**src/logic/core_config.svh**
```systemverilog
`ifndef CORE_CONFIG_SVH
`define CORE_CONFIG_SVH

// Input queue entries and the upstream credits after reset
`define CORE_IN_DEPTH 4

// Retire records the core may send before a credit returns
`define CORE_OUT_CREDITS 4

// Architectural registers
`define CORE_NUM_REGS 8

`endif

```
**src/logic/corePkg.sv**
```systemverilog
`default_nettype none

package corePkg;

        typedef logic [15:0] word_t;
        typedef logic [15:0] instr_t;
        typedef logic [2:0]  regIdx_t;

        typedef enum logic [3:0] {
                opAdd,          // A + B
                opRsub,         // B - A
                opXor,
                opAndn,         // A & ~B
                opRol,
                opSll,
                opRor,
                opSrl,
                opSeq,
                opSlt,
                opSle,
                opSco,          // Carry of A + B
                opLbi,
                opSlbi
        } aluOp_t;

        typedef struct packed {
                logic    valid;
                aluOp_t  aluOp;
                regIdx_t rsIdx;
                regIdx_t rtIdx;
                logic    immSel;        // Second operand is imm, not Rt
                word_t   imm;           // Already extended
                logic    wrEn;
                regIdx_t wrIdx;
                logic    halt;
                logic    illegal;
        } decodeRec_t;

        typedef struct packed {
                logic    wrEn;
                regIdx_t wrIdx;
                word_t   result;
                logic    halt;
                logic    illegal;
        } retireRec_t;

endpackage

`default_nettype wire

```
**src/logic/instrQueue.sv**
```systemverilog
`default_nettype none
`include "core_config.svh"

module instrQueue (
        input  logic            clk,
        input  logic            arstN,
        input  logic            inValid,
        input  corePkg::instr_t inInstr,
        input  logic            pop,
        output logic            headValid,
        output corePkg::instr_t headInstr,
        output logic            inCredit
);

        localparam int Depth = `CORE_IN_DEPTH;
        localparam int PtrW  = (Depth > 1) ? $clog2(Depth) : 1;
        localparam int CntW  = $clog2(Depth + 1);

        corePkg::instr_t mem [Depth];
        logic [PtrW-1:0] wrPtr, rdPtr;
        logic [CntW-1:0] count;
        logic            full, doPop;

        assign headValid = (count != '0);
        assign full      = (count == CntW'(Depth));
        assign doPop     = pop && headValid;
        assign headInstr = mem[rdPtr];

        always_ff @(posedge clk) begin
                if (inValid)
                        mem[wrPtr] <= inInstr;
        end

        always_ff @(posedge clk or negedge arstN) begin
                if (!arstN) begin
                        wrPtr    <= '0;
                        rdPtr    <= '0;
                        count    <= '0;
                        inCredit <= 1'b0;
                end else begin
                        if (inValid)
                                wrPtr <= (wrPtr == PtrW'(Depth - 1)) ? '0 : wrPtr + 1'b1;
                        if (doPop)
                                rdPtr <= (rdPtr == PtrW'(Depth - 1)) ? '0 : rdPtr + 1'b1;
                        case ({inValid, doPop})
                                2'b10:   count <= count + 1'b1;
                                2'b01:   count <= count - 1'b1;
                                default: count <= count;
                        endcase
                        inCredit <= doPop;      // One credit per released entry
                end
        end

        // Upstream must never run past its credits
        assert property (@(posedge clk) disable iff (!arstN) inValid |-> !full)
                else $error("instrQueue: write while full");

        assert property (@(posedge clk) disable iff (!arstN) pop |-> headValid)
                else $error("instrQueue: pop while empty");

endmodule

`default_nettype wire

```
**src/logic/controlDecode.sv**
```systemverilog
`default_nettype none

module controlDecode (
        input  logic                clk,
        input  logic                arstN,
        input  logic                advance,
        input  logic                headValid,
        input  corePkg::instr_t     headInstr,
        output logic                pop,
        output corePkg::decodeRec_t decRec
);

        logic [4:0]          opcode;
        logic [1:0]          funct;
        corePkg::word_t      imm5S, imm5Z, imm8S, imm8Z;
        corePkg::decodeRec_t rec;

        function automatic corePkg::aluOp_t arithOp(input logic [1:0] sel);
                case (sel)
                        2'd0:    return corePkg::opAdd;
                        2'd1:    return corePkg::opRsub;
                        2'd2:    return corePkg::opXor;
                        default: return corePkg::opAndn;
                endcase
        endfunction

        function automatic corePkg::aluOp_t shiftOp(input logic [1:0] sel);
                case (sel)
                        2'd0:    return corePkg::opRol;
                        2'd1:    return corePkg::opSll;
                        2'd2:    return corePkg::opRor;
                        default: return corePkg::opSrl;
                endcase
        endfunction

        function automatic corePkg::aluOp_t cmpOp(input logic [1:0] sel);
                case (sel)
                        2'd0:    return corePkg::opSeq;
                        2'd1:    return corePkg::opSlt;
                        2'd2:    return corePkg::opSle;
                        default: return corePkg::opSco;
                endcase
        endfunction

        assign opcode = headInstr[15:11];
        assign funct  = headInstr[1:0];
        assign imm5S  = {{11{headInstr[4]}}, headInstr[4:0]};
        assign imm5Z  = {11'b0, headInstr[4:0]};
        assign imm8S  = {{8{headInstr[7]}}, headInstr[7:0]};
        assign imm8Z  = {8'b0, headInstr[7:0]};
        assign pop    = advance && headValid;

        always_comb begin
                rec         = '0;
                rec.valid   = headValid;
                rec.aluOp   = corePkg::opAdd;
                rec.rsIdx   = headInstr[10:8];
                rec.rtIdx   = headInstr[7:5];
                case (opcode)
                        5'b00000: rec.halt = 1'b1;
                        5'b00001: ;                             // NOP
                        5'b01000, 5'b01001, 5'b01010, 5'b01011: begin
                                rec.aluOp  = arithOp(opcode[1:0]);
                                rec.immSel = 1'b1;
                                rec.imm    = opcode[1] ? imm5Z : imm5S;  // ADDI, SUBI signed
                                rec.wrEn   = 1'b1;
                                rec.wrIdx  = headInstr[7:5];
                        end
                        5'b10100, 5'b10101, 5'b10110, 5'b10111: begin
                                rec.aluOp  = shiftOp(opcode[1:0]);
                                rec.immSel = 1'b1;
                                rec.imm    = imm5Z;
                                rec.wrEn   = 1'b1;
                                rec.wrIdx  = headInstr[7:5];
                        end
                        5'b11011: begin
                                rec.aluOp = arithOp(funct);
                                rec.wrEn  = 1'b1;
                                rec.wrIdx = headInstr[4:2];
                        end
                        5'b11010: begin
                                rec.aluOp = shiftOp(funct);
                                rec.wrEn  = 1'b1;
                                rec.wrIdx = headInstr[4:2];
                        end
                        5'b11100, 5'b11101, 5'b11110, 5'b11111: begin
                                rec.aluOp = cmpOp(opcode[1:0]);
                                rec.wrEn  = 1'b1;
                                rec.wrIdx = headInstr[4:2];
                        end
                        5'b11000: begin                         // LBI
                                rec.aluOp  = corePkg::opLbi;
                                rec.immSel = 1'b1;
                                rec.imm    = imm8S;
                                rec.wrEn   = 1'b1;
                                rec.wrIdx  = headInstr[10:8];
                        end
                        5'b10010: begin                         // SLBI
                                rec.aluOp  = corePkg::opSlbi;
                                rec.immSel = 1'b1;
                                rec.imm    = imm8Z;
                                rec.wrEn   = 1'b1;
                                rec.wrIdx  = headInstr[10:8];
                        end
                        default: rec.illegal = 1'b1;            // Memory, branch, jump, undefined
                endcase
        end

        always_ff @(posedge clk or negedge arstN) begin
                if (!arstN)
                        decRec <= '0;
                else if (advance)
                        decRec <= headValid ? rec : '0;
        end

endmodule

`default_nettype wire

```
**src/logic/regFile.sv**
```systemverilog
`default_nettype none
`include "core_config.svh"

module regFile (
        input  logic             clk,
        input  logic             arstN,
        input  corePkg::regIdx_t rdIdxA,
        input  corePkg::regIdx_t rdIdxB,
        output corePkg::word_t   rdDataA,
        output corePkg::word_t   rdDataB,
        input  logic             wrEn,
        input  corePkg::regIdx_t wrIdx,
        input  corePkg::word_t   wrData
);

        corePkg::word_t regs [`CORE_NUM_REGS];

        assign rdDataA = regs[rdIdxA];
        assign rdDataB = regs[rdIdxB];

        always_ff @(posedge clk or negedge arstN) begin
                if (!arstN) begin
                        for (int i = 0; i < `CORE_NUM_REGS; i++)
                                regs[i] <= '0;
                end else if (wrEn) begin
                        regs[wrIdx] <= wrData;
                end
        end

endmodule

`default_nettype wire

```
**src/logic/executeStage.sv**
```systemverilog
`default_nettype none

module executeStage (
        input  logic                clk,
        input  logic                arstN,
        input  logic                advance,
        input  corePkg::decodeRec_t decRec,
        output corePkg::regIdx_t    rdIdxA,
        output corePkg::regIdx_t    rdIdxB,
        input  corePkg::word_t      rdDataA,
        input  corePkg::word_t      rdDataB,
        input  corePkg::retireRec_t fwdRec,
        input  logic                fwdValid,
        output corePkg::retireRec_t exRec,
        output logic                exValid
);

        corePkg::word_t      opA, opRt, opB, result;
        logic [3:0]          shAmt;
        logic [16:0]         sum;
        logic [31:0]         rolWide, rorWide;
        corePkg::retireRec_t nxtRec;

        assign rdIdxA = decRec.rsIdx;
        assign rdIdxB = decRec.rtIdx;

        // Own output register is newest, then the retire register, then the file
        assign opA = (exValid && exRec.wrEn && exRec.wrIdx == decRec.rsIdx) ? exRec.result :
                     (fwdValid && fwdRec.wrEn && fwdRec.wrIdx == decRec.rsIdx) ? fwdRec.result :
                     rdDataA;
        assign opRt = (exValid && exRec.wrEn && exRec.wrIdx == decRec.rtIdx) ? exRec.result :
                      (fwdValid && fwdRec.wrEn && fwdRec.wrIdx == decRec.rtIdx) ? fwdRec.result :
                      rdDataB;

        assign opB     = decRec.immSel ? decRec.imm : opRt;
        assign shAmt   = opB[3:0];
        assign sum     = {1'b0, opA} + {1'b0, opB};
        assign rolWide = {opA, opA} << shAmt;
        assign rorWide = {opA, opA} >> shAmt;

        always_comb begin
                result = '0;
                case (decRec.aluOp)
                        corePkg::opAdd:  result = sum[15:0];
                        corePkg::opRsub: result = opB - opA;
                        corePkg::opXor:  result = opA ^ opB;
                        corePkg::opAndn: result = opA & ~opB;
                        corePkg::opRol:  result = rolWide[31:16];
                        corePkg::opSll:  result = opA << shAmt;
                        corePkg::opRor:  result = rorWide[15:0];
                        corePkg::opSrl:  result = opA >> shAmt;
                        corePkg::opSeq:  result = {15'b0, opA == opB};
                        corePkg::opSlt:  result = {15'b0, $signed(opA) < $signed(opB)};
                        corePkg::opSle:  result = {15'b0, $signed(opA) <= $signed(opB)};
                        corePkg::opSco:  result = {15'b0, sum[16]};
                        corePkg::opLbi:  result = decRec.imm;
                        corePkg::opSlbi: result = (opA << 8) | decRec.imm;
                        default:         result = '0;
                endcase
        end

        always_comb begin
                nxtRec         = '0;
                nxtRec.wrEn    = decRec.wrEn;
                nxtRec.wrIdx   = decRec.wrIdx;
                nxtRec.result  = result;
                nxtRec.halt    = decRec.halt;
                nxtRec.illegal = decRec.illegal;
        end

        always_ff @(posedge clk or negedge arstN) begin
                if (!arstN) begin
                        exValid <= 1'b0;
                        exRec   <= '0;
                end else if (advance) begin
                        exValid <= decRec.valid;
                        exRec   <= decRec.valid ? nxtRec : '0;
                end
        end

endmodule

`default_nettype wire

```
**src/logic/retireStage.sv**
```systemverilog
`default_nettype none
`include "core_config.svh"

module retireStage (
        input  logic                clk,
        input  logic                arstN,
        input  corePkg::retireRec_t exRec,
        input  logic                exValid,
        input  logic                outCredit,
        output logic                advance,
        output logic                retValid,
        output corePkg::retireRec_t retRec,
        output logic                wrEn,
        output corePkg::regIdx_t    wrIdx,
        output corePkg::word_t      wrData,
        output logic                fwdValid
);

        localparam int CntW = $clog2(`CORE_OUT_CREDITS + 1);

        logic            held;          // Retire register occupied
        logic [CntW-1:0] credCnt;

        assign retValid = held && (credCnt != '0);
        assign advance  = !held || (credCnt != '0);
        assign fwdValid = held;
        assign wrEn     = retValid && retRec.wrEn;   // Write as the record leaves
        assign wrIdx    = retRec.wrIdx;
        assign wrData   = retRec.result;

        always_ff @(posedge clk or negedge arstN) begin
                if (!arstN) begin
                        held    <= 1'b0;
                        retRec  <= '0;
                        credCnt <= CntW'(`CORE_OUT_CREDITS);
                end else begin
                        if (advance) begin
                                held   <= exValid;
                                retRec <= exRec;
                        end
                        credCnt <= credCnt - CntW'(retValid) + CntW'(outCredit);
                end
        end

        // Downstream returns no more than it was given
        assert property (@(posedge clk) disable iff (!arstN)
                credCnt <= CntW'(`CORE_OUT_CREDITS))
                else $error("retireStage: credit count overflow");

endmodule

`default_nettype wire

```
**src/logic/coreTop.sv**
```systemverilog
`default_nettype none

module coreTop (
        input  logic                clk,
        input  logic                arstN,
        input  logic                inValid,
        input  corePkg::instr_t     inInstr,
        output logic                inCredit,
        output logic                retValid,
        output corePkg::retireRec_t retRec,
        input  logic                outCredit
);

        logic                advance, pop, headValid, exValid, fwdValid, wrEn;
        corePkg::instr_t     headInstr;
        corePkg::decodeRec_t decRec;
        corePkg::retireRec_t exRec;
        corePkg::regIdx_t    rdIdxA, rdIdxB, wrIdx;
        corePkg::word_t      rdDataA, rdDataB, wrData;

        instrQueue uQueue (
                .clk       (clk),
                .arstN     (arstN),
                .inValid   (inValid),
                .inInstr   (inInstr),
                .pop       (pop),
                .headValid (headValid),
                .headInstr (headInstr),
                .inCredit  (inCredit)
        );

        controlDecode uDecode (
                .clk       (clk),
                .arstN     (arstN),
                .advance   (advance),
                .headValid (headValid),
                .headInstr (headInstr),
                .pop       (pop),
                .decRec    (decRec)
        );

        regFile uRegs (
                .clk     (clk),
                .arstN   (arstN),
                .rdIdxA  (rdIdxA),
                .rdIdxB  (rdIdxB),
                .rdDataA (rdDataA),
                .rdDataB (rdDataB),
                .wrEn    (wrEn),
                .wrIdx   (wrIdx),
                .wrData  (wrData)
        );

        executeStage uExecute (
                .clk      (clk),
                .arstN    (arstN),
                .advance  (advance),
                .decRec   (decRec),
                .rdIdxA   (rdIdxA),
                .rdIdxB   (rdIdxB),
                .rdDataA  (rdDataA),
                .rdDataB  (rdDataB),
                .fwdRec   (retRec),
                .fwdValid (fwdValid),
                .exRec    (exRec),
                .exValid  (exValid)
        );

        retireStage uRetire (
                .clk       (clk),
                .arstN     (arstN),
                .exRec     (exRec),
                .exValid   (exValid),
                .outCredit (outCredit),
                .advance   (advance),
                .retValid  (retValid),
                .retRec    (retRec),
                .wrEn      (wrEn),
                .wrIdx     (wrIdx),
                .wrData    (wrData),
                .fwdValid  (fwdValid)
        );

endmodule

`default_nettype wire

```
**config.mk**
```make
export PLATFORM = sky130hd
export DESIGN_NAME = coreTop
export DESIGN_NICKNAME = d
export VERILOG_FILES = /design/src/logic/corePkg.sv /design/src/logic/instrQueue.sv /design/src/logic/controlDecode.sv /design/src/logic/regFile.sv /design/src/logic/executeStage.sv /design/src/logic/retireStage.sv /design/src/logic/coreTop.sv
export VERILOG_INCLUDE_DIRS = /design/src /design/src/logic
export SDC_FILE = /design/constraint.sdc
export NUM_CORES = 1
export LEC_CHECK = 0
export BUFFER_PORTS_ARGS = -buffer_cell sky130_fd_sc_hd__clkbuf_2
export CAP_MARGIN = 5
export CORE_ASPECT_RATIO = 0.5
export CORE_MARGIN = 1.5
export CORE_UTILIZATION = 45
export CTS_BUF_LIST = sky130_fd_sc_hd__clkbuf_8 sky130_fd_sc_hd__clkbuf_16
export DETAILED_ROUTE_END_ITERATION = 16
export MAX_ROUTING_LAYER = met4
export PLACE_DENSITY = 0.73
export SETUP_SLACK_MARGIN = 0.2
export SYNTH_ARGS = -nofsm -noshare
export SYNTH_HDL_FRONTEND = slang
export SYNTH_HIERARCHICAL = 1
export SYNTH_SLANG_ARGS = --single-unit
```
**constraint.sdc**
```tcl
create_clock -name clk -period 15.53 [get_ports clk]
set_input_delay 1.553 -clock clk [delete_from_list [all_inputs] [get_ports clk]]
set_output_delay 1.553 -clock clk [all_outputs]
set_load 0.02 [all_outputs]
```
# == Yosys cells after proc, flatten, opt, wreduce, memory -nomap -nowiden ==
# Memories as Yosys holds them, arrays and structs flattened.
# Index checks and enable logic that the tools add are counted.
# Widths: inputs -> output; s select.
# word_totals
reg_bits,219
mem_bits_rw,64
mem_count,1
# mem_list
name,words,word_bits,read_ports,rd_clocked_by_memory_dff,write_ports,line,source
uQueue.mem,4,16,1,0,1,instrQueue.sv:19,corePkg::instr_t mem [Depth];
# op_classes
add_sub_neg,8
magnitude_cmp,6
eq_ne,43
shift,4
mux,33
bitwise_logic,7
n_reduce_logical,27
# ops
op,n
$pmux 16 s14,1
$mux 16,11
$bwmux 128,1
$bmux 16 s3,2
$pmux 17 s4,1
$eq 5x5->1 const B,12
$demux 16 s3,1
$mux 34,1
$shl 32x4->32,1
$shr 32x4->16,1
$pmux 2 s3,5
$pmux 4 s7,1
$eq 4x4->1 const B,6
$mux 22,1
$eq 5x4->1 const B,4
$reduce_or 18->1,1
$add 16x16->17,1
$and 16x16->16,1
$eq 16x16->1,1
$eq 4x3->1 const B,4
$le 16x16->1,1
$lt 16x16->1,1
$not 16->16,1
$or 16x16->16,1
34 further kinds,67

# == Longest topological paths before layout ==
# Gate-level depths: netlist (run 1).
# logic_depth
word_depth,11
mapped_depth,23
mapped_depth_nobuf,18

# == Modules after synthesis ==
# Netlist (run 1), hierarchy kept.
# modules_own_cells
module,n_inst,cells_each,area_per_inst_um2,seq_area_each_um2
regFile,1,393,6991.7,3203.1
executeStage,1,927,6441.2,575.6
instrQueue,1,124,2803.9,2122.0
controlDecode,1,142,1390.1,675.6
retireStage,1,83,1191.1,651.9

# == Worst setup path after synthesis (run 1) ==
# No wires, ideal clock.
# synth_path
path_kind,flip-flop to flip-flop
from,"register, netlist name uDecode/decRec[23]"
to,"register, netlist name uExecute/exRec[17]"
setup_ns,0.135
arrival_ns,4.809
path_slack_ns,10.585
path_stages_with_launch,22
path_buffers,6
cell_sequence,dfrtp_1 -> buf_4 -> buf_6 -> buf_6 -> mux4_1 -> mux2_2 -> a211oi_2 -> o31ai_4 -> clkbuf_1 -> clkbuf_1 -> ha_1 -> clkbuf_1 -> inv_1 -> a21oi_1 -> o21ai_0 -> a31oi_1 -> o31ai_1 -> a221o_1 -> a221o_1 -> xnor2_1 -> a22oi_1 -> a32oi_1
# synth_rtl
element,line,source
$not 3->4 (implied by the code) (*),regFile.sv:19,assign rdDataB = regs[rdIdxB];
$bmux 16 s3 (*),regFile.sv:19,
$mux 16 (implied by the code) (*) (2 in series),regFile.sv:19,
named net rdDataB[2],coreTop.sv:19,"corePkg::word_t rdDataA, rdDataB, wrData;"
$mux 16 (*),executeStage.sv:32,(fwdValid && fwdRec.wrEn && fwdRec.wrIdx == decRec.rtIdx) ? fwdRec.result :
$mux 16 (*),executeStage.sv:31,assign opRt = (exValid && exRec.wrEn && exRec.wrIdx == decRec.rtIdx) ? exRec.result :
$mux 16 (*),executeStage.sv:35,assign opB = decRec.immSel ? decRec.imm : opRt;
$sub 16x16->16 (tied with other cells),executeStage.sv:45,corePkg::opRsub: result = opB - opA;
$pmux 16 s14 (*),executeStage.sv:43,case (decRec.aluOp)
$mux 22 (*),executeStage.sv:77,exRec <= decRec.valid ? nxtRec : '0;
# The timed path passes the listed nets; every way through them passes the cells marked *. The select of a mux whose other input is x is not followed.
# A chain may end at the register's enable or synchronous reset.

# == Worst setup path after layout (run 1) ==
# layout_path
from,"register, netlist name uDecode/decRec[24]"
to,"register, netlist name uExecute/exRec[17]"
# layout_between
elab_chain_cells,11
# layout_rtl
element,line
$not 3->4 (implied by the code),regFile.sv:19
$bmux 16 s3,regFile.sv:19
$mux 16 (implied by the code) (2 in series),regFile.sv:19
$mux 16,executeStage.sv:32
$mux 16 (*),executeStage.sv:31
$mux 16 (*),executeStage.sv:35
"parallel branches: the longest is 2 deep, another holds $sub 16x16->16",--
$pmux 16 s14 (*),executeStage.sv:43
$mux 22 (*),executeStage.sv:77
# Every way passes the cells marked *. The select of a mux whose other input is x is not followed.

==> impl_results.md, run 1 <==
* Critical path type: flop to flop
* Most used cell, CP: a221o_1
* Drt wl/cell at between 20 and 30 um
* RSZ-0062 raised after global routing: false
* Total CTS buffers at 27
* Synth Net Count at ~1700
* Storage cell area at 7230 sq um
* H-tree Lvls at 1
* Clock root buffer: clkbuf_16
* Maximum root-to-sink buffer count at 3
* DIE AREA at approximately 43000 sq um
* Max Slew Vio Count at 0
* Total power at 4.69 mW
* Worst Path Buf+Inv at 2
* Share of cells above drive strength 1 at 0.233
* Worst Setup Start Kind: flop
* Max Freq at around 160 MHz
* GRT Residual Overflow at 0
* Syn avg cell area at approximately 11 sq um
* DRC at 0
* Layout area overhead at 7.39%
* ANT nets after route at 0
* CP delay by family, top: compound AO/OA/AOI/OAI gates
* Clk Latency, worst-skew pair at around 570 ps
* Flop pwr share at 0.242
* Critical Path Max Stage Delay at 1020 ps
* Fillers at 3433
* First-pass GRT wire length at approximately 90000 um
* Multi-input gate area at 10500 sq um
* Clock transition at path regs at roughly 70 ps
* TNS Setup at 0 ps
* DR vias at ~14000
* Max VDD drop at 0.122 mV
* Final core occ at 0.495
* Rows at 52
* Worst EP required at roughly 16000 ps
* Worst Path Arrival at around 6600 ps
* Die Y at 148 um
* Period utilization at 0.397
* Number of hold buffers added after cts at 0
* Pre-Repair DR Iteration Count at 6
* Measured slew at the worst slew-check pin at 1160 ps
* Comb power frac at 0.600
* Initial antenna violation count at 4
* Clock Power Share at 0.158
* Register bit total from synthesis at 276
* Final Hold Fails at 0
* Asr flop ratio synth at 0.768
* Ys Warns at 6
* Die width at around 290 um
* Crit path cell chain: xor2_1 -> or4_1 -> a211oi_2 -> o31ai_4 -> buf_4 -> ha_1 -> inv_1 -> a21oi_1 -> o21ai_0 -> a31oi_1 -> o31ai_1 -> a221o_1 -> a221o_1 -> xnor2_1 -> a22oi_1 -> a32oi_1
* Biggest area consumer among synthesized cells: dfrtp_1
* # setup viols final at 0
* Clock Skew at roughly 18 ps
* Total track usage at 0.284
* Min-delay worst type: flop to flop
* Starting Density at 0.461
* Max stage delay cell, worst path: dfrtp_1
* Top Ports at between 40 and 50
* Most common cell after layout, fill and taps aside: dfrtp_1
* Synth top area cells: dfrtp_1, mux2_2, edfxtp_1
* Sink Count at around 280
* Largest net degree at the start of global routing at 140
* Fin Hold WS at between 400 and 500 ps
* CP Capture Type: flop
* Pint at between 2 and 2.5 mW
* Vias in the first global route at ~14000
* Cell Pwr Density at roughly 230 nW/um^2
* Leak at 8.93 nW
* Post-synth top area share at 0.281
* Max Cap Viol at 0
* Post-cts resize count at 0
* Area of the core at roughly 40000 sq um
* Minimum clock period at 6160 ps
* Status: finished clean
* Routed Wire Length at between 50000 and 60000 um
* Post-synth EDFFs at 64
* Nets at ~1700
* Post-synthesis sequential area ratio at 0.384
* Syn Inst Count at around 1700
* Flop-to-flop setup slack at 9370 ps
* Netlist Area Pre-Place at around 19000 sq um
* Worst relative slew slack at 0.225
* Gpl congestion at approximately 1.0
* Dominant synthesized flop cell: dfrtp_1
* Commonest cells after routing, fill and taps aside: dfrtp_1, mux2_2, nand2_1, nor2_1, mux2i_1
* TritonCTS clock tree: yes
* Switching Fraction at 0.486
* DP Wirelength at around 42000 um
* Unique cell type count in the Yosys netlist at 95
* Starting DRC count in detailed routing at roughly 1800
* Worst Path Max Fanout at 47
* Post-CTS Setup Bufs at 0
* Switching power at 2.28 mW
* IO Port Bufs at 43
* Via/cell ratio at ~6.6
synth_stat cells, types with 16 or more instances:
| library cell | n |
|---|---|
| mux4_2 | 16 |
| o21ai_0 | 79 |
| buf_2 | 21 |
| nand3_1 | 48 |
| nor2b_1 | 17 |
| dfrtp_1 | 211 |
| a21oi_1 | 76 |
| mux2i_1 | 89 |
| buf_6 | 16 |
| edfxtp_1 | 64 |
| buf_4 | 39 |
| mux2_2 | 187 |
| a221oi_1 | 18 |
| nor3_1 | 24 |
| o22ai_1 | 22 |
| nand2_1 | 108 |
| ha_1 | 55 |
| mux4_1 | 64 |
| xor2_1 | 16 |
| clkbuf_1 | 53 |
| nor2_1 | 96 |
| inv_1 | 70 |
layout make-up:
type | count | area share
multi-input cells | 1172 | 0.518
flip-flops and latches | 276 | 0.358
clock buffers | 29 | 0.0348
well taps | 540 | 0.0334
repair buffers | 82 | 0.0256
inverters | 79 | 0.0149
clock inverters | 21 | 0.0145
diodes | 4 | 0.000495
routing by layer:
layer  vias up  share of wire  global-route usage
met3       143          0.096              0.0699
met1      7338           0.44               0.397
met5         -              0                   -
met4         0          0.033              0.0875
met2       740           0.43               0.407
li1       6267              -                   -
sequential cells by signal, summed over array words and instances, names as in the netlist:
name              count
uRetire/wrData       16
uDecode/decRec       27
uQueue/wrPtr          2
uExecute/exRec       22
uQueue/mem           64
uRetire/fwdValid      1
uExecute/exValid      1
uRegs/regs          128
uQueue/rdPtr          2
uRetire/retRec        3
uQueue/inCredit       1
uRetire/wrIdx         3
uQueue/count          3
uRetire/credCnt       3
cells by family after synthesis:
group	share of synthesized area
buffers and inverters	0.0618
AO/OA/AOI/OAI	0.136
flip-flops	0.384
AND/OR/NAND/NOR	0.0968
multiplexers	0.269
XOR/XNOR	0.0112
adder cells (fa/ha/maj)	0.0414
power groups by stage:
stage | clock, mW | combinational, mW | sequential [mW]
3_5_place_dp | 0 | 2.70 | 1.14
4_1_cts | 0.751 | 2.72 | 1.13
2_1_floorplan | 0 | 2.01 | 1.05
3_3_place_gp | 0 | 2.70 | 1.13
6_report | 0.739 | 2.81 | 1.14
5_1_grt | 0.777 | 2.97 | 1.16
final timing paths:
kind,cells after the start,start,endpoint
min reg2reg,1,uQueue/count[2],uQueue/count[2]
max in group asynchronous,2,arstN,uRegs/regs[12]
min,1,uQueue/count[2],uQueue/count[2]
max,16,uDecode/decRec[24],uExecute/exRec[17]
max reg2reg,16,uDecode/decRec[24],uExecute/exRec[17]
min in group asynchronous,1,arstN,uRegs/regs[14]
through the flow:
stage               instance area, sq um  instances  worst slack (ps)
finish                             20200       2203              9370
global route                       20200       2203              9080
CTS                                20200       2199              9480
detailed placement                 19200       2149              9490
global placement                   19200       2149              9690
floorplan                          18800       1669             10590
Power figures use the tool's default switching activity.
==> run 2, diff against run 1 <==
Settings changed: ABC_AREA set to 1, PLACE_DENSITY 0.73 to 0.75.
Clock period 15.53 ns to 5.45 ns, I/O delays scaled along.
==> impl_results.md, run 2 <==
* Top Ports at 44 (unchanged)
* Syn Inst Count at 2944 (+76%)
* Post-synthesis sequential area ratio at 0.359 (-0.0248)
* Critical path type: flop to flop
* H-tree Lvls at 1 (unchanged)
* Period utilization at 0.873 (+0.476)
* Max Cap Viol at 0 (unchanged)
* Unique cell type count in the Yosys netlist at 55 (-42%)
* Worst relative slew slack at 0.158 (-0.0672)
* Worst Path Arrival at 5230 ps (-1350 ps)
* Worst EP required at 5920 ps (-10020 ps)
* Area of the core at 43800 sq um (+7.5%)
* First-pass GRT wire length at 100000 um (+12%)
* Post-cts resize count at 0 (unchanged)
* DIE AREA at 46100 sq um (+6.8%)
* Biggest area consumer among synthesized cells: dfrtp_1
* Largest register by flop count: uRegs/regs
* DR vias at 19400 (+34%)
* RSZ-0062 raised after global routing: false
* Count leader, synth: nand2_1
* Asr flop ratio synth at 0.768 (unchanged)
* Measured slew at the worst slew-check pin at 1260 ps (+97.7 ps)
* Sink Count at 276 (unchanged)
* Max FFs per register at 128 (unchanged)
* DP Wirelength at 44500 um (+6.2%)
* DRC at 0 (unchanged)
* Dominant synthesized flop cell: dfrtp_1
* Starting DRC count in detailed routing at 2491 (+37%)
* Post-CTS Setup Bufs at 0 (unchanged)
* Minimum clock period at 4760 ps (-1410 ps)
* Clk Latency, worst-skew pair at 600 ps (+30 ps)
* Post-synth top area share at 0.262 (-0.0181)
* Fillers at 4289 (+25%)
* Worst Setup Start Kind: flop
* Initial antenna violation count at 1 (-3)
* Drt wl/cell at 18.0 um (-34%)
* R2R cell count at 24 (+8)
* Largest regs: uRegs/regs x128, uQueue/mem x64, uDecode/decRec x27
* Clock Skew at 38.5 ps (+21.0 ps)
* Number of hold buffers added after cts at 0 (unchanged)
* Routed Wire Length at 62800 um (+4.8%)
* ANT nets after route at 0 (unchanged)
* Final Hold Fails at 0 (unchanged)
* Synth top area cells: dfrtp_1, nand2_1, edfxtp_1
* Nets at 2959 (+72%)
* GRT Residual Overflow at 0 (unchanged)
* Commonest cells after routing, fill and taps aside: nand2_1, nand3_1, inv_1, dfrtp_1, o21ai_0
* Die Y at 153 um (+3.3%)
* Largest net degree at the start of global routing at 124 (-11%)
* Post-synth EDFFs at 64 (unchanged)
* Syn avg cell area at 6.83 sq um (-39%)
* Die width at 302 um (+3.4%)
* Gpl congestion at 1.04 (-1.1%)
* TNS Setup at 0 ps (unchanged)
* Synth Net Count at 3023 (+73%)
* IO Port Bufs at 43 (unchanged)
* Register bit total from synthesis at 276 (unchanged)
* Commonest cells in the netlist: nand2_1, nand3_1, inv_1, dfrtp_1, o21ai_0
* Starting Density at 0.459 (-0.00252)
* Total CTS buffers at 27 (unchanged)
* Worst Path Max Fanout at 38 (-19%)
* Most common cell after layout, fill and taps aside: nand2_1
* Rows at 54 (+3.8%)
* Max Slew Vio Count at 0 (unchanged)
* Vias in the first global route at 18000 (+30%)
* Layout area overhead at 6.08%
* Share of cells above drive strength 1 at 0.0962 (-0.136)
* CP Capture Type: flop
* Netlist Area Pre-Place at 20100 sq um (+6.9%)
* Max Freq at 210 MHz (+30%)
* Status: finished clean
* Clock transition at path regs at 70 ps (about the same)
* Clock root buffer: clkbuf_16
* Ys Warns at 6 (unchanged)
* # setup viols final at 0 (unchanged)
* Total track usage at 0.281 (-0.00316)
* Via/cell ratio at 5.55 (-16%)
* TritonCTS clock tree: yes
* Pre-Repair DR Iteration Count at 8 (+2)
* Maximum root-to-sink buffer count at 3 (unchanged)
* Min-delay worst type: input port to asynchronous set/reset pin
-- run 2: worst paths after layout --
kind / start / end / slack (ps)
worst min-delay path: arstN / uQueue/wrPtr[1] / 30
worst max-delay path: uDecode/decRec[23] / uExecute/exRec[9] / 690
max in group asynchronous: arstN / uRegs/regs[122] / 4210
min in group clk: inInstr[9] / uQueue/mem[0][9] / 190
worst min register to register: uExecute/exRec[21] / uRetire/retRec[21] / 480
worst max register to register: uDecode/decRec[23] / uExecute/exRec[9] / 690
-- run 2: final cells by class --
| class | instances | area [sq um] | share of cell area |
|---|---|---|---|
| Antenna cell | 1 | 2.50 | 0.000117 |
| Inverter | 365 | 1380 | 0.0645 |
| Tap cell | 588 | 736 | 0.0345 |
| Multi-Input combinational cell | 2124 | 10500 | 0.490 |
| Sequential cell | 276 | 7230 | 0.339 |
| Clock inverter | 16 | 204 | 0.00956 |
| Clock buffer | 34 | 772 | 0.0362 |
| Timing Repair Buffer | 86 | 561 | 0.0263 |
-- run 2: through the flow --
stage | hold slack (ps) | instances | cell area, sq um | setup WS, ps | utilization
2_1_floorplan | 249 | 2944 | 20100 | 1730 | -
3_3_place_gp | 457 | 3439 | 20400 | 965 | 0.464
3_5_place_dp | 464 | 3439 | 20400 | 921 | 0.464
4_1_cts | 104 | 3489 | 21300 | 855 | 0.487
5_1_grt | 127 | 3490 | 21300 | 383 | 0.487
6_report | 25.5 | 3490 | 21300 | 692 | 0.487
-- run 2: critical path: stages (launching register included) --
cell     delay [ps]
dfrtp_2         360
buf_4           370
buf_4           430
nand2_1         100
nand3_1          90
nand2_1          60
nand2_1          60
nand2_1         100
nand2_1          80
nand3_1          90
nand2_2         150
nand2_4         280
ha_1            510
nand2_1          80
o21ai_1         250
a21oi_1         220
o21ai_1         290
inv_1           120
o21ai_0         190
a21oi_1          80
nor4_1          230
buf_4           200
nand2_1          50
o21ai_1         160
nand2_1          60
-- run 2: kinds of logic after synthesis --
kind of cell,after synthesis,synth area share
AND/OR/NAND/NOR,1679,0.364
buffers and inverters,544,0.121
AO/OA/AOI/OAI,381,0.115
flip-flops,276,0.359
adder cells (fa/ha/maj),59,0.0382
XOR/XNOR,5,0.00218
-- run 2: layer usage --
layer,vias to the layer above,share of wire,track usage
met5,-,0,-
li1,9276,-,-
met3,151,0.097,0.0485
met4,0,0.032,0.0843
met2,960,0.44,0.423
met1,8992,0.43,0.387
Power of run 2 is not shown: default switching activity piles up to over one toggle a cycle in this logic, so the estimate is an artifact.
